[src/tx_pkg.sv]
//////////////////////////////////////////////////
// Shared types and register map of the transmit chain
// Scale is signed fixed point with 2 integer bits
//////////////////////////////////////////////////
`default_nettype none

package tx_pkg;

  // Channel counts
  localparam int CHANNELS         = 2;
  localparam int PARALLEL_SAMPLES = 2;
  // Ramp channels first, then triangle channels
  localparam int SRC_CHANNELS     = 2 * CHANNELS;
  localparam int SCALE_INT_BITS   = 2;

  typedef logic signed [15:0] sample_t;
  typedef logic        [31:0] phase_t;
  typedef logic signed [17:0] scale_t;
  typedef logic signed [13:0] offset_t;
  typedef logic        [1:0]  sel_t;

  // Write port types
  typedef logic [3:0]  cfg_addr_t;
  typedef logic [31:0] cfg_data_t;

  // Unity gain
  localparam scale_t SCALE_ONE = scale_t'(1) << ($bits(scale_t) - SCALE_INT_BITS);

  // One channel per clock, earlier sample in slot 0
  typedef struct packed {
    logic                                valid;
    sample_t [PARALLEL_SAMPLES-1:0]      samples;
  } bundle_t;

  typedef struct packed {
    phase_t  [CHANNELS-1:0]     ramp_inc;
    phase_t  [CHANNELS-1:0]     tri_inc;
    sel_t    [CHANNELS-1:0]     mux_sel;
    scale_t  [CHANNELS-1:0]     scale;
    offset_t [CHANNELS-1:0]     offset;
    logic    [SRC_CHANNELS-1:0] trig_mask;
    logic                       trig_oneshot;
  } tx_cfg_t;

  //////////////////////////////////////////////////
  // Register map
  //////////////////////////////////////////////////
  localparam cfg_addr_t ADDR_RAMP_INC0 = 4'h0;
  localparam cfg_addr_t ADDR_RAMP_INC1 = 4'h1;
  localparam cfg_addr_t ADDR_TRI_INC0  = 4'h2;
  localparam cfg_addr_t ADDR_TRI_INC1  = 4'h3;
  // Output 0 select in bits 1:0, output 1 in bits 3:2
  localparam cfg_addr_t ADDR_MUX_SEL   = 4'h4;
  localparam cfg_addr_t ADDR_SCALE0    = 4'h5;
  localparam cfg_addr_t ADDR_SCALE1    = 4'h6;
  localparam cfg_addr_t ADDR_OFFSET0   = 4'h7;
  localparam cfg_addr_t ADDR_OFFSET1   = 4'h8;
  // Mask in bits 3:0, one-shot in bit 4
  localparam cfg_addr_t ADDR_TRIG_CFG  = 4'h9;
  // Bit 0 clears phases, bit 1 re-arms the trigger
  localparam cfg_addr_t ADDR_CTRL      = 4'ha;

endpackage

`default_nettype wire

[src/tx_config_regs.sv]
//////////////////////////////////////////////////
// Configuration registers behind a four-phase req/ack write port
// Write only, no readback; unknown addresses are acked and dropped
//////////////////////////////////////////////////
`timescale 1ns/1ps
`default_nettype none

module tx_config_regs import tx_pkg::*; (
  input  logic      dac_clk,
  input  logic      rst_n,
  input  logic      cfg_req,
  input  cfg_addr_t cfg_addr,
  input  cfg_data_t cfg_wdata,
  output logic      cfg_ack,
  output tx_cfg_t   cfg,
  output logic      phase_clr,
  output logic      rearm
);

  logic wr_en;

  // New request while ack is still low
  assign wr_en = cfg_req && !cfg_ack;

  //////////////////////////////////////////////////
  // Handshake and control strobes
  //////////////////////////////////////////////////
  always_ff @(posedge dac_clk) begin
    if (!rst_n) begin
      cfg_ack   <= 1'b0;
      phase_clr <= 1'b0;
      rearm     <= 1'b0;
    end else begin
      // Ack up one cycle after req, down one cycle after req drops
      if (wr_en) begin
        cfg_ack <= 1'b1;
      end else if (!cfg_req) begin
        cfg_ack <= 1'b0;
      end
      // Single-cycle pulses, aligned with ack rising
      phase_clr <= wr_en && (cfg_addr == ADDR_CTRL) && cfg_wdata[0];
      rearm     <= wr_en && (cfg_addr == ADDR_CTRL) && cfg_wdata[1];
    end
  end

  //////////////////////////////////////////////////
  // Register file
  //////////////////////////////////////////////////
  always_ff @(posedge dac_clk) begin
    if (!rst_n) begin
      cfg       <= '0;
      cfg.scale <= {CHANNELS{SCALE_ONE}};
    end else if (wr_en) begin
      case (cfg_addr)
        ADDR_RAMP_INC0: cfg.ramp_inc[0] <= cfg_wdata;
        ADDR_RAMP_INC1: cfg.ramp_inc[1] <= cfg_wdata;
        ADDR_TRI_INC0:  cfg.tri_inc[0]  <= cfg_wdata;
        ADDR_TRI_INC1:  cfg.tri_inc[1]  <= cfg_wdata;
        ADDR_MUX_SEL:   cfg.mux_sel     <= cfg_wdata[$bits(sel_t)*CHANNELS-1:0];
        ADDR_SCALE0:    cfg.scale[0]    <= cfg_wdata[$bits(scale_t)-1:0];
        ADDR_SCALE1:    cfg.scale[1]    <= cfg_wdata[$bits(scale_t)-1:0];
        ADDR_OFFSET0:   cfg.offset[0]   <= cfg_wdata[$bits(offset_t)-1:0];
        ADDR_OFFSET1:   cfg.offset[1]   <= cfg_wdata[$bits(offset_t)-1:0];
        ADDR_TRIG_CFG: begin
          cfg.trig_mask    <= cfg_wdata[SRC_CHANNELS-1:0];
          cfg.trig_oneshot <= cfg_wdata[SRC_CHANNELS];
        end
        // CTRL only strobes; anything else is ignored
        default: ;
      endcase
    end
  end

endmodule

`default_nettype wire

[src/tx_ramp_dds.sv]
//////////////////////////////////////////////////
// Ramp DDS, no sine table, output is the phase MSBs
//////////////////////////////////////////////////
`timescale 1ns/1ps
`default_nettype none

module tx_ramp_dds import tx_pkg::*; (
  input  logic                   dac_clk,
  input  logic                   rst_n,
  input  tx_cfg_t                cfg,
  input  logic                   phase_clr,
  output bundle_t [CHANNELS-1:0] data_out,
  output logic    [CHANNELS-1:0] trigger
);

  phase_t [CHANNELS-1:0] phase;
  phase_t [CHANNELS-1:0] phase_next;
  phase_t [CHANNELS-1:0] phase_mid;
  logic   [CHANNELS-1:0] carry;
  logic   [CHANNELS-1:0] wrap;
  logic                  valid_q;
  sample_t [CHANNELS-1:0][PARALLEL_SAMPLES-1:0] samp_q;

  // Two samples per clock, so step by twice the increment
  always_comb begin
    for (int ch = 0; ch < CHANNELS; ch++) begin
      {carry[ch], phase_next[ch]} = {1'b0, phase[ch]} + {1'b0, phase_t'(cfg.ramp_inc[ch] << 1)};
      phase_mid[ch] = phase[ch] + cfg.ramp_inc[ch];
    end
  end

  always_ff @(posedge dac_clk) begin
    if (!rst_n) begin
      phase   <= '0;
      wrap    <= '0;
      trigger <= '0;
      valid_q <= 1'b0;
    end else begin
      valid_q <= 1'b1;
      // Marks the first word after the wrap
      trigger <= wrap;
      if (phase_clr) begin
        phase <= '0;
        wrap  <= '0;
      end else begin
        phase <= phase_next;
        wrap  <= carry;
      end
    end
  end

  // Sawtooth straight from the phase MSBs
  always_ff @(posedge dac_clk) begin
    for (int ch = 0; ch < CHANNELS; ch++) begin
      samp_q[ch][0] <= phase[ch][$bits(phase_t)-1 -: $bits(sample_t)];
      samp_q[ch][1] <= phase_mid[ch][$bits(phase_t)-1 -: $bits(sample_t)];
    end
  end

  always_comb begin
    for (int ch = 0; ch < CHANNELS; ch++) begin
      data_out[ch].valid   = valid_q;
      data_out[ch].samples = samp_q[ch];
    end
  end

endmodule

`default_nettype wire

[src/tx_triangle_gen.sv]
//////////////////////////////////////////////////
// Triangle generator, one period per phase wrap
// Zero increment after a clear holds the negative full scale
//////////////////////////////////////////////////
`timescale 1ns/1ps
`default_nettype none

module tx_triangle_gen import tx_pkg::*; (
  input  logic                   dac_clk,
  input  logic                   rst_n,
  input  tx_cfg_t                cfg,
  input  logic                   phase_clr,
  output bundle_t [CHANNELS-1:0] data_out,
  output logic    [CHANNELS-1:0] trigger
);

  phase_t [CHANNELS-1:0] phase;
  phase_t [CHANNELS-1:0] phase_next;
  phase_t [CHANNELS-1:0] phase_mid;
  logic   [CHANNELS-1:0] carry;
  logic   [CHANNELS-1:0] wrap;
  logic                  valid_q;
  sample_t [CHANNELS-1:0][PARALLEL_SAMPLES-1:0] samp_q;

  // Rising half while bit 31 is low, falling half after
  function automatic sample_t fold(input phase_t p);
    logic [$bits(sample_t)-1:0] mag;
    mag = p[$bits(phase_t)-2 -: $bits(sample_t)];
    if (!p[$bits(phase_t)-1]) begin
      fold = sample_t'(mag - 16'h8000);
    end else begin
      fold = sample_t'(16'h7fff - mag);
    end
  endfunction

  always_comb begin
    for (int ch = 0; ch < CHANNELS; ch++) begin
      {carry[ch], phase_next[ch]} = {1'b0, phase[ch]} + {1'b0, phase_t'(cfg.tri_inc[ch] << 1)};
      phase_mid[ch] = phase[ch] + cfg.tri_inc[ch];
    end
  end

  //////////////////////////////////////////////////
  // Phase accumulators
  //////////////////////////////////////////////////
  always_ff @(posedge dac_clk) begin
    if (!rst_n) begin
      phase   <= '0;
      wrap    <= '0;
      trigger <= '0;
      valid_q <= 1'b0;
    end else begin
      valid_q <= 1'b1;
      trigger <= wrap;
      if (phase_clr) begin
        phase <= '0;
        wrap  <= '0;
      end else begin
        phase <= phase_next;
        wrap  <= carry;
      end
    end
  end

  // Folded samples, one cycle behind the phase
  always_ff @(posedge dac_clk) begin
    for (int ch = 0; ch < CHANNELS; ch++) begin
      samp_q[ch][0] <= fold(phase[ch]);
      samp_q[ch][1] <= fold(phase_mid[ch]);
    end
  end

  always_comb begin
    for (int ch = 0; ch < CHANNELS; ch++) begin
      data_out[ch].valid   = valid_q;
      data_out[ch].samples = samp_q[ch];
    end
  end

endmodule

`default_nettype wire

[src/tx_channel_mux.sv]
//////////////////////////////////////////////////
// Source select per output, one cycle of latency
//////////////////////////////////////////////////
`timescale 1ns/1ps
`default_nettype none

module tx_channel_mux import tx_pkg::*; (
  input  logic                       dac_clk,
  input  logic                       rst_n,
  input  tx_cfg_t                    cfg,
  input  bundle_t [SRC_CHANNELS-1:0] data_in,
  output bundle_t [CHANNELS-1:0]     data_out
);

  logic [CHANNELS-1:0] valid_q;
  sample_t [CHANNELS-1:0][PARALLEL_SAMPLES-1:0] samp_q;

  // Valid follows the chosen source
  always_ff @(posedge dac_clk) begin
    if (!rst_n) begin
      valid_q <= '0;
    end else begin
      for (int ch = 0; ch < CHANNELS; ch++) begin
        valid_q[ch] <= data_in[cfg.mux_sel[ch]].valid;
      end
    end
  end

  // Sample payload
  always_ff @(posedge dac_clk) begin
    for (int ch = 0; ch < CHANNELS; ch++) begin
      samp_q[ch] <= data_in[cfg.mux_sel[ch]].samples;
    end
  end

  always_comb begin
    for (int ch = 0; ch < CHANNELS; ch++) begin
      data_out[ch].valid   = valid_q[ch];
      data_out[ch].samples = samp_q[ch];
    end
  end

endmodule

`default_nettype wire

[src/tx_affine.sv]
//////////////////////////////////////////////////
// Scale, offset and saturate, two cycles of latency
// SCALE_FRAC_BITS must match the binary point of scale_t
//////////////////////////////////////////////////
`timescale 1ns/1ps
`default_nettype none

module tx_affine import tx_pkg::*; #(
  parameter int SCALE_FRAC_BITS = 16
) (
  input  logic                   dac_clk,
  input  logic                   rst_n,
  input  tx_cfg_t                cfg,
  input  bundle_t [CHANNELS-1:0] data_in,
  output bundle_t [CHANNELS-1:0] data_out
);

  localparam int PROD_W  = $bits(sample_t) + $bits(scale_t);
  localparam int SUM_W   = PROD_W + 1;
  localparam int SAT_MAX = 2 ** ($bits(sample_t) - 1) - 1;
  localparam int SAT_MIN = -(2 ** ($bits(sample_t) - 1));

  logic [CHANNELS-1:0] valid_s1;
  logic [CHANNELS-1:0] valid_s2;
  logic signed [PROD_W-1:0] prod_q [CHANNELS][PARALLEL_SAMPLES];
  logic signed [SUM_W-1:0]  sum    [CHANNELS][PARALLEL_SAMPLES];
  sample_t [CHANNELS-1:0][PARALLEL_SAMPLES-1:0] samp_q;

  always_ff @(posedge dac_clk) begin
    if (!rst_n) begin
      valid_s1 <= '0;
      valid_s2 <= '0;
    end else begin
      for (int ch = 0; ch < CHANNELS; ch++) begin
        valid_s1[ch] <= data_in[ch].valid;
      end
      valid_s2 <= valid_s1;
    end
  end

  //////////////////////////////////////////////////
  // Stage 1, product back to sample scale
  //////////////////////////////////////////////////
  always_ff @(posedge dac_clk) begin
    for (int ch = 0; ch < CHANNELS; ch++) begin
      for (int s = 0; s < PARALLEL_SAMPLES; s++) begin
        prod_q[ch][s] <= ($signed(data_in[ch].samples[s]) * $signed(cfg.scale[ch]))
                         >>> SCALE_FRAC_BITS;
      end
    end
  end

  // Offset is sign-extended into the wider sum
  always_comb begin
    for (int ch = 0; ch < CHANNELS; ch++) begin
      for (int s = 0; s < PARALLEL_SAMPLES; s++) begin
        sum[ch][s] = prod_q[ch][s] + $signed(cfg.offset[ch]);
      end
    end
  end

  // Stage 2, clamp to the DAC range
  always_ff @(posedge dac_clk) begin
    for (int ch = 0; ch < CHANNELS; ch++) begin
      for (int s = 0; s < PARALLEL_SAMPLES; s++) begin
        if (sum[ch][s] > SAT_MAX) begin
          samp_q[ch][s] <= sample_t'(SAT_MAX);
        end else if (sum[ch][s] < SAT_MIN) begin
          samp_q[ch][s] <= sample_t'(SAT_MIN);
        end else begin
          samp_q[ch][s] <= sample_t'(sum[ch][s]);
        end
      end
    end
  end

  always_comb begin
    for (int ch = 0; ch < CHANNELS; ch++) begin
      data_out[ch].valid   = valid_s2[ch];
      data_out[ch].samples = samp_q[ch];
    end
  end

endmodule

`default_nettype wire

[src/tx_trigger_manager.sv]
//////////////////////////////////////////////////
// Masked OR of the source triggers
// One-shot mode passes one trigger per arm
//////////////////////////////////////////////////
`timescale 1ns/1ps
`default_nettype none

module tx_trigger_manager import tx_pkg::*; (
  input  logic                    dac_clk,
  input  logic                    rst_n,
  input  tx_cfg_t                 cfg,
  input  logic                    rearm,
  input  logic [SRC_CHANNELS-1:0] triggers_in,
  output logic                    trigger_out
);

  logic armed;
  logic hit;
  logic fire;

  // Any enabled source
  assign hit  = |(triggers_in & cfg.trig_mask);
  // Continuous mode ignores the armed flag
  assign fire = hit && (!cfg.trig_oneshot || armed);

  always_ff @(posedge dac_clk) begin
    if (!rst_n) begin
      trigger_out <= 1'b0;
      armed       <= 1'b1;
    end else begin
      trigger_out <= fire;
      if (rearm) begin
        armed <= 1'b1;
      end else if (fire && cfg.trig_oneshot) begin
        armed <= 1'b0;
      end
    end
  end

endmodule

`default_nettype wire

[src/transmit_top.sv]
//////////////////////////////////////////////////
// Transmit chain top, single DAC clock domain
// Config is written in dac_clk, no back-pressure from the DAC
//////////////////////////////////////////////////
`timescale 1ns/1ps
`default_nettype none

module transmit_top import tx_pkg::*; #(
  parameter int SCALE_FRAC_BITS = 16
) (
  input  logic                   dac_clk,
  input  logic                   rst_n,
  input  logic                   cfg_req,
  input  cfg_addr_t              cfg_addr,
  input  cfg_data_t              cfg_wdata,
  output logic                   cfg_ack,
  output bundle_t [CHANNELS-1:0] dac_data_out,
  output logic                   dac_trigger_out
);

  tx_cfg_t                    cfg;
  logic                       phase_clr;
  logic                       rearm;
  bundle_t [CHANNELS-1:0]     ramp_data;
  bundle_t [CHANNELS-1:0]     tri_data;
  bundle_t [SRC_CHANNELS-1:0] mux_in;
  bundle_t [CHANNELS-1:0]     mux_out;
  logic    [CHANNELS-1:0]     ramp_trig;
  logic    [CHANNELS-1:0]     tri_trig;
  logic    [SRC_CHANNELS-1:0] src_trig;

  //////////////////////////////////////////////////
  // Configuration
  //////////////////////////////////////////////////
  tx_config_regs i_config_regs (
    .dac_clk, .rst_n, .cfg_req, .cfg_addr, .cfg_wdata, .cfg_ack,
    .cfg, .phase_clr, .rearm
  );

  //////////////////////////////////////////////////
  // Signal chain
  //////////////////////////////////////////////////
  tx_ramp_dds i_ramp_dds (
    .dac_clk, .rst_n, .cfg, .phase_clr, .data_out(ramp_data), .trigger(ramp_trig)
  );

  tx_triangle_gen i_triangle_gen (
    .dac_clk, .rst_n, .cfg, .phase_clr, .data_out(tri_data), .trigger(tri_trig)
  );

  // Ramp sources in the low indices
  assign mux_in   = {tri_data, ramp_data};
  assign src_trig = {tri_trig, ramp_trig};

  tx_channel_mux i_channel_mux (
    .dac_clk, .rst_n, .cfg, .data_in(mux_in), .data_out(mux_out)
  );

  tx_affine #(
    .SCALE_FRAC_BITS(SCALE_FRAC_BITS)
  ) i_affine (
    .dac_clk, .rst_n, .cfg, .data_in(mux_out), .data_out(dac_data_out)
  );

  tx_trigger_manager i_trigger_manager (
    .dac_clk, .rst_n, .cfg, .rearm, .triggers_in(src_trig), .trigger_out(dac_trigger_out)
  );

endmodule

`default_nettype wire

[config.mk]
export PLATFORM = sky130hd
export DESIGN_NAME = transmit_top
export DESIGN_NICKNAME = d
export VERILOG_FILES = /design/src/tx_pkg.sv /design/src/tx_config_regs.sv /design/src/tx_ramp_dds.sv /design/src/tx_triangle_gen.sv /design/src/tx_channel_mux.sv /design/src/tx_affine.sv /design/src/tx_trigger_manager.sv /design/src/transmit_top.sv
export SDC_FILE = /design/constraint.sdc
export NUM_CORES = 2
export LEC_CHECK = 0
export BUFFER_PORTS_ARGS = -buffer_cell sky130_fd_sc_hd__buf_4
export CAP_MARGIN = 20
export CELL_PAD_IN_SITES_DETAIL_PLACEMENT = 2
export CELL_PAD_IN_SITES_GLOBAL_PLACEMENT = 2
export CORE_ASPECT_RATIO = 0.8
export CORE_UTILIZATION = 38
export CTS_CLUSTER_DIAMETER = 60
export DETAILED_ROUTE_END_ITERATION = 6
export MAX_ROUTING_LAYER = met4
export PLACE_DENSITY = 0.75
export SYNTH_ARGS = -nofsm -noshare
export SYNTH_HDL_FRONTEND = slang
export SYNTH_SLANG_ARGS = --single-unit
[constraint.sdc]
create_clock -name dac_clk -period 5.7 [get_ports dac_clk]
set_input_delay 0.57 -clock dac_clk [delete_from_list [all_inputs] [get_ports dac_clk]]
set_output_delay 0.57 -clock dac_clk [all_outputs]
set_load 0.05 [all_outputs]
---- Word-level counts from Yosys, hierarchy flattened ----
Memories as Yosys holds them, arrays and structs flattened.
Index checks and enable logic that the tools add are counted.
storage, ports and cells
  register bits ........................... 605
  RAM bits ................................ 136
  output and inout bits ................... 68
  word-level logic and storage cells ...... 131
  memories ................................ 1
memories
  memory           words  bits a word  rd ports  clocked after memory_dff  write ports  line             source
  i_affine.prod_q  2      68           2         0                         2            tx_affine.sv:25  logic signed [PROD_W-1:0] prod_q [CHANNELS][PARALLEL_SAMPLES];
operators by class
  $add $sub $neg .......................... 20
  multiply operators ...................... 4
  order comparisons ....................... 10
  equality and inequality tests ........... 11
  multiplexer cells ....................... 15
  bitwise operators ....................... 2
  reductions and logical operators ........ 23
operator list
  kind                                                                                number
  34-bit by 14-bit adder with 35-bit output                                           4
  35-bit by 16-bit greater-than comparator with 1-bit output (second input constant)  4
  35-bit by 16-bit < comparator with 1-bit output (second input constant)             4
  16-bit by 18-bit multiplier with 34-bit output                                      4
  32-bit by 32-bit adder with 33-bit output                                           4
  33-bit binary-select mux with 2-bit select                                          2
  32-bit adder                                                                        4
  16-bit 2-to-1 mux                                                                   8
  33-bit 2-to-1 mux                                                                   2
  15-bit by 16-bit subtractor with 16-bit output (first input constant)               4
  16-bit subtractor (second input constant)                                           4
  2-bit AND reduction                                                                 10
  4-bit by 3-bit equality test with 1-bit output (second input constant)              4
  4-bit equality test (second input constant)                                         3
  4-bit by 2-bit equality test with 1-bit output (second input constant)              2
  1-bit logical AND                                                                   6
  2-bit by 3-bit < comparator with 1-bit output (second input constant)               2
  4-bit bitwise AND                                                                   1
  4-bit by 1-bit equality test with 1-bit output (second input constant)              1
  4-bit zero test                                                                     1
  2-bit OR reduction                                                                  2
  4-bit OR reduction                                                                  1
  1-bit 2-to-1 mux                                                                    3
  1-bit zero test                                                                     2
  other kinds (3)                                                                     3

---- Logic depth before layout (Yosys ltp) ----
  depth after elaboration ................. 4
  gate-level depth with buffers ........... 26

---- Cells and area by module ----
Synthesis repeated with hierarchy kept, for this count alone.
second synthesis, totals
  cell total of the unflattened synthesis .. 7977
  area total of the unflattened synthesis .. 75416.1 um^2
by module, submodules not included
  module              instances  cells an instance  area an instance (um^2)  seq. area each (um^2)
  tx_affine           1          5176               47787.1                  2802.7
  tx_triangle_gen     1          961                8689.6                   2622.5
  tx_ramp_dds         1          976                8456.9                   2622.5
  tx_config_regs      1          704                7374.6                   4083.9
  tx_channel_mux      1          150                3015.4                   1321.3
  tx_trigger_manager  1          10                 92.6                     40.0

---- Least setup slack after synthesis ----
Ideal clock, no wire load.
  path type ............................... reg2reg
  start ................................... reg i_channel_mux.samp_q (netlist bit i_channel_mux.data_out[23])
  end ..................................... mem i_affine.prod_q[0][33] (netlist name)
  setup time .............................. 121 ps
  data arrival time ....................... 6070 ps
  setup slack ............................. -490 ps
  stages on the path, launching flop included .. 26
  path buffers ............................ 2
  cells stage by stage .................... dfxtp_1 > clkbuf_1 > clkbuf_1 > nand2_1 > fa_1 > inv_1 > fa_1 > inv_1 > fa_1 > inv_1 > fa_1 > fa_1 > inv_1 > fa_1 > inv_1 > ha_1 > a21o_1 > a21oi_1 > nor2b_1 > or3_1 > o221ai_1 > o21a_1 > o21ai_1 > a211oi_1 > o21bai_1 > xnor2_1
RTL lines
  what                              line                  source
  start: declaration                tx_channel_mux.sv:16  sample_t [CHANNELS-1:0][PARALLEL_SAMPLES-1:0] samp_q;
  start signal: indexed assignment  tx_channel_mux.sv:32  samp_q[ch] <= data_in[cfg.mux_sel[ch]].samples;
  end: declaration                  tx_affine.sv:25

==> results.py <==
metrics = {
    "logic_synthesis": {
        "ys.flop_type": "dfxtp_1",
        "netlist_top_cells_area": "fa_1 (31%), dfxtp_1 (18%), ha_1 (11%)",
        "netlist_instances": 7983,
        "synth_top_cells_by_count": "inv_1 (1355), fa_1 (1164), nand2_1 (1045), dfxtp_1 (670), ha_1 (644)",
        "synth_top_family_by_area": "adder cells",
        "synth.area.mux_share_pct": 2.31,
        "synthArstFlopShare_pct": 0,
        "synth-edff-count": 0,
        "synth.top_cell.area_share_pct": 31.5,
        "synth_most_common_cell": "inv_1",
        "syn_nets": 9830,
        "ys_ff_latch": 670,
        "synth_compound_area_share_pct": 9.67,
        "ys_seq_area_share_pct": 18.1,
        "syn-cell-area_um2": 74100,
        "ys_types": 92,
        "yosysWarnings": 0,
        "yosysTopAreaCell": "fa_1",
        "avgSynthCellArea_um2": 9.28,
        "synthSimpleGateAreaFrac_pct": 14.7,
        "synth_xor_area_share_pct": 4.26,
        "synth_fa_ha_area_share_pct": 42.3,
    },
    "sta": {
        "worst_slew_margin_rel_pct": 24.6,
        "hold_violations": 0,
        "rsz0062_at_grt": "yes",
        "finalCritPeriodShare_pct": 113,
        "fin_crit_ns": 6.44,
        "tightestPinTransition_ns": 1.13,
        "final-max-slew-violation-count": 0,
        "finClkSkew_ns": 0.0861,
        "finalWorstSetupSlack_ns": -0.744,
        "max_freq_mhz": 155,
        "report.final.setup_viol": 67,
    },
    "floorplan": {
        "die_h_um": 397,
        "core_um2": 193000,
        "dieArea_um2": 197000,
        "io_pins": 107,
        "initial_core_util_pct": 38.3,
        "die_w_um": 496,
        "num_rows": 144,
    },
    "routing": {
        "drt_pass1_iterations": 5,
        "drc": 0,
        "wirelength_um": 299000,
        "ant_nets": 0,
        "drt_iter0_drc": 3574,
        "vias_per_cell": 5.40,
        "wire_per_inst_um": 26.8,
        "vias": 60300,
    },
    "worst_setup_path": {
        "end_kind": "register",
        "cp-start-kind": "register",
        "worst_ep_required_time_ns": 6.35,
        "path_class": "reg2reg",
        "startpoint": "i_config_regs.cfg[58]",
        "r2r-start": "i_config_regs.cfg[58]",
        "crit_fanout": 7,
        "critical_path_arrival_ns": 7.09,
    },
    "worst_hold_path": {
        "worstHoldStart": "cfg_req",
        "hold_class": "in2reg",
    },
    "placement": {
        "dpl.hpwl_um": 221000,
        "portBuffers": 106,
        "gp_congestion": 0.892,
        "post_dp_cell_area_um2": 81800,
    },
    "cells_and_area": {
        "fillers": 20300,
        "multi_input_area_um2": 56000,
        "stdcell_area_um2": 88300,
        "syn_to_final_growth_pct": 19.2,
        "seqCellArea_um2": 13600,
        "drive_gt1_share_pct": 17.0,
        "finalNetCount": 10400,
        "finish.utilization_pct": 45.7,
    },
    "outcome": {
        "outcome": "complete, but fails checks",
        "violations": "setup timing",
    },
    "power_and_ir_drop": {
        "peakVddDrop_v": 0.000229,
        "powerDensity_nw_per_um2": 196,
        "leakagePower_nw": 42.9,
    },
    "clocking": {
        "cts_sinks": 670,
        "path_clk_slew_ns": 0.06,
        "cts_made_buffers": 93,
        "htree_levels": 3,
        "clock_latency_ns": 0.79,
        "root_buffer": "clkbuf_16",
        "clk_path_buf_depth": 3,
        "tritoncts": "done",
    },
    "grt": {
        "antenna_found_initial": 34,
        "grt_max_degree": 91,
        "grt_pass1_wl_um": 437000,
        "grtUsageTotal_pct": 30.2,
        "grt-ovfl-total": 0,
        "grt_pass1_vias": 70000,
    },
    "run": {
        "max_cap_viol_count": 0,
    },
}
registers in the layout, indices dropped and copies added, names as in the netlist, 2 cells and up:
signal / cells
i_affine.prod_q: 72
i_triangle_gen.data_out: 64
i_triangle_gen.trigger: 2
i_ramp_dds.data_out: 64
i_affine.data_out: 64
i_config_regs.cfg: 201
i_channel_mux.data_out: 64
i_ramp_dds.trigger: 2
i_ramp_dds.wrap: 2
i_ramp_dds.phase: 62
i_triangle_gen.phase: 62
i_triangle_gen.wrap: 2
layout make-up:
type                    instances  area share, %
diodes                         17         0.0482
flip-flops and latches        670           15.4
repair buffers                760           7.97
inverters                    1355           5.76
multi-input cells            5625           63.5
well taps                    2555           3.62
clock buffers                 117           2.86
clock inverters                55          0.893
cells by family (layout without fill, tap and decap cells):
group,after synthesis,in the layout
and+or+nand+nor,2301,2301
buffers and inverters,1688,2287
other,0,17
DFF,670,670
AOI/OAI and AO/OA,1069,1069
muxes,91,91
xor gates and xnor gates,356,356
adders and majority gates,1808,1808
worst max-delay path, stage by stage (launching register included):
cell	delay [ns]
dfxtp_4	0.41
buf_6	0.14
and2_4	0.14
fa_1	0.54
inv_1	0.06
fa_1	0.52
fa_1	0.44
fa_1	0.50
inv_1	0.05
fa_1	0.50
inv_2	0.07
fa_1	0.55
inv_2	0.07
ha_4	0.29
buf_6	0.09
nand4_1	0.17
a211oi_2	0.25
a211oi_2	0.09
a211oi_4	0.43
buf_4	0.19
buf_6	0.10
o21ai_4	0.06
a21oi_2	0.23
a21boi_2	0.12
buf_4	0.16
xnor2_2	0.14
stage by stage:
step	worst slack [ns]	power [mW]	setup TNS, ns	cells	hold WS, ns
CTS	-0.413	17.2	-10.83	11100	0.00884
detailed placement	-0.812	10.6	-30.51	10800	0.373
global placement	-0.551	10.3	-16.12	10800	0.372
floorplan	-0.0555	8.56	-0.0740	7983	0.358
finish	-0.744	17.3	-25.47	11200	0.0545
global route	-0.846	18.0	-34.79	11100	0.0418
report_power, final:
| part | internal [mW] | total (mW) | switching (mW) | leakage, nW |
|---|---|---|---|---|
| Combinational | 2.04 | 5.40 | 3.36 | 35.8 |
| Clock | 3.64 | 6.36 | 2.72 | 1.61 |
| Sequential | 5.20 | 5.57 | 0.369 | 5.50 |
| Total | 10.9 | 17.3 | 6.45 | 42.9 |
path summary, 6_finish.rpt:
check	endpoint	slack (ns)	cells after the start
min	i_config_regs.cfg_ack	0.05	2
min reg2reg	i_ramp_dds.data_out[13]	0.36	0
max	i_affine.prod_q[1][41]	-0.74	25
max reg2reg	i_affine.prod_q[1][41]	-0.74	25
layer usage:
metal | vias to the layer above | global-route usage [%] | routed length, µm
met2 | 1609 | 50.2 | 146000
met5 | - | - | 0
met4 | 0 | 8.25 | 11300
li1 | 26100 | - | -
met1 | 32000 | 39.0 | 127000
met3 | 584 | 3.21 | 13900
placed cells by master, fill, tap and decap left out, types with 57 or more instances in the layout:
cell | Yosys | routed
buf_4 | 1 | 596
nand2b_1 | 66 | 65
buf_12 | 0 | 72
a21oi_1 | 249 | 214
a21o_1 | 108 | 108
nor2_1 | 311 | 292
and2_1 | 557 | 522
nor2b_1 | 69 | 62
o21ai_0 | 201 | 181
clkbuf_16 | 0 | 93
xnor2_1 | 222 | 202
fa_1 | 1164 | 1105
nor3_1 | 74 | 70
ha_1 | 644 | 612
nand3_1 | 59 | 57
dfxtp_1 | 670 | 602
mux4_2 | 64 | 64
buf_6 | 2 | 75
xor2_1 | 132 | 127
a21boi_0 | 189 | 188
inv_2 | 0 | 65
fa_2 | 0 | 59
nand2_1 | 1045 | 1024
inv_1 | 1355 | 1290
timing repair:
item / in CTS / in global routing
gates cloned: 2 / 0
hold buffers: 0 / 0
pin swaps: 193 / 142
setup buffers: 74 / 57
hold endpoints to repair: 0 / 0
setup endpoints to repair: 66 / 71
resized for setup: 405 / 222
Power figures use the tool's default switching activity.
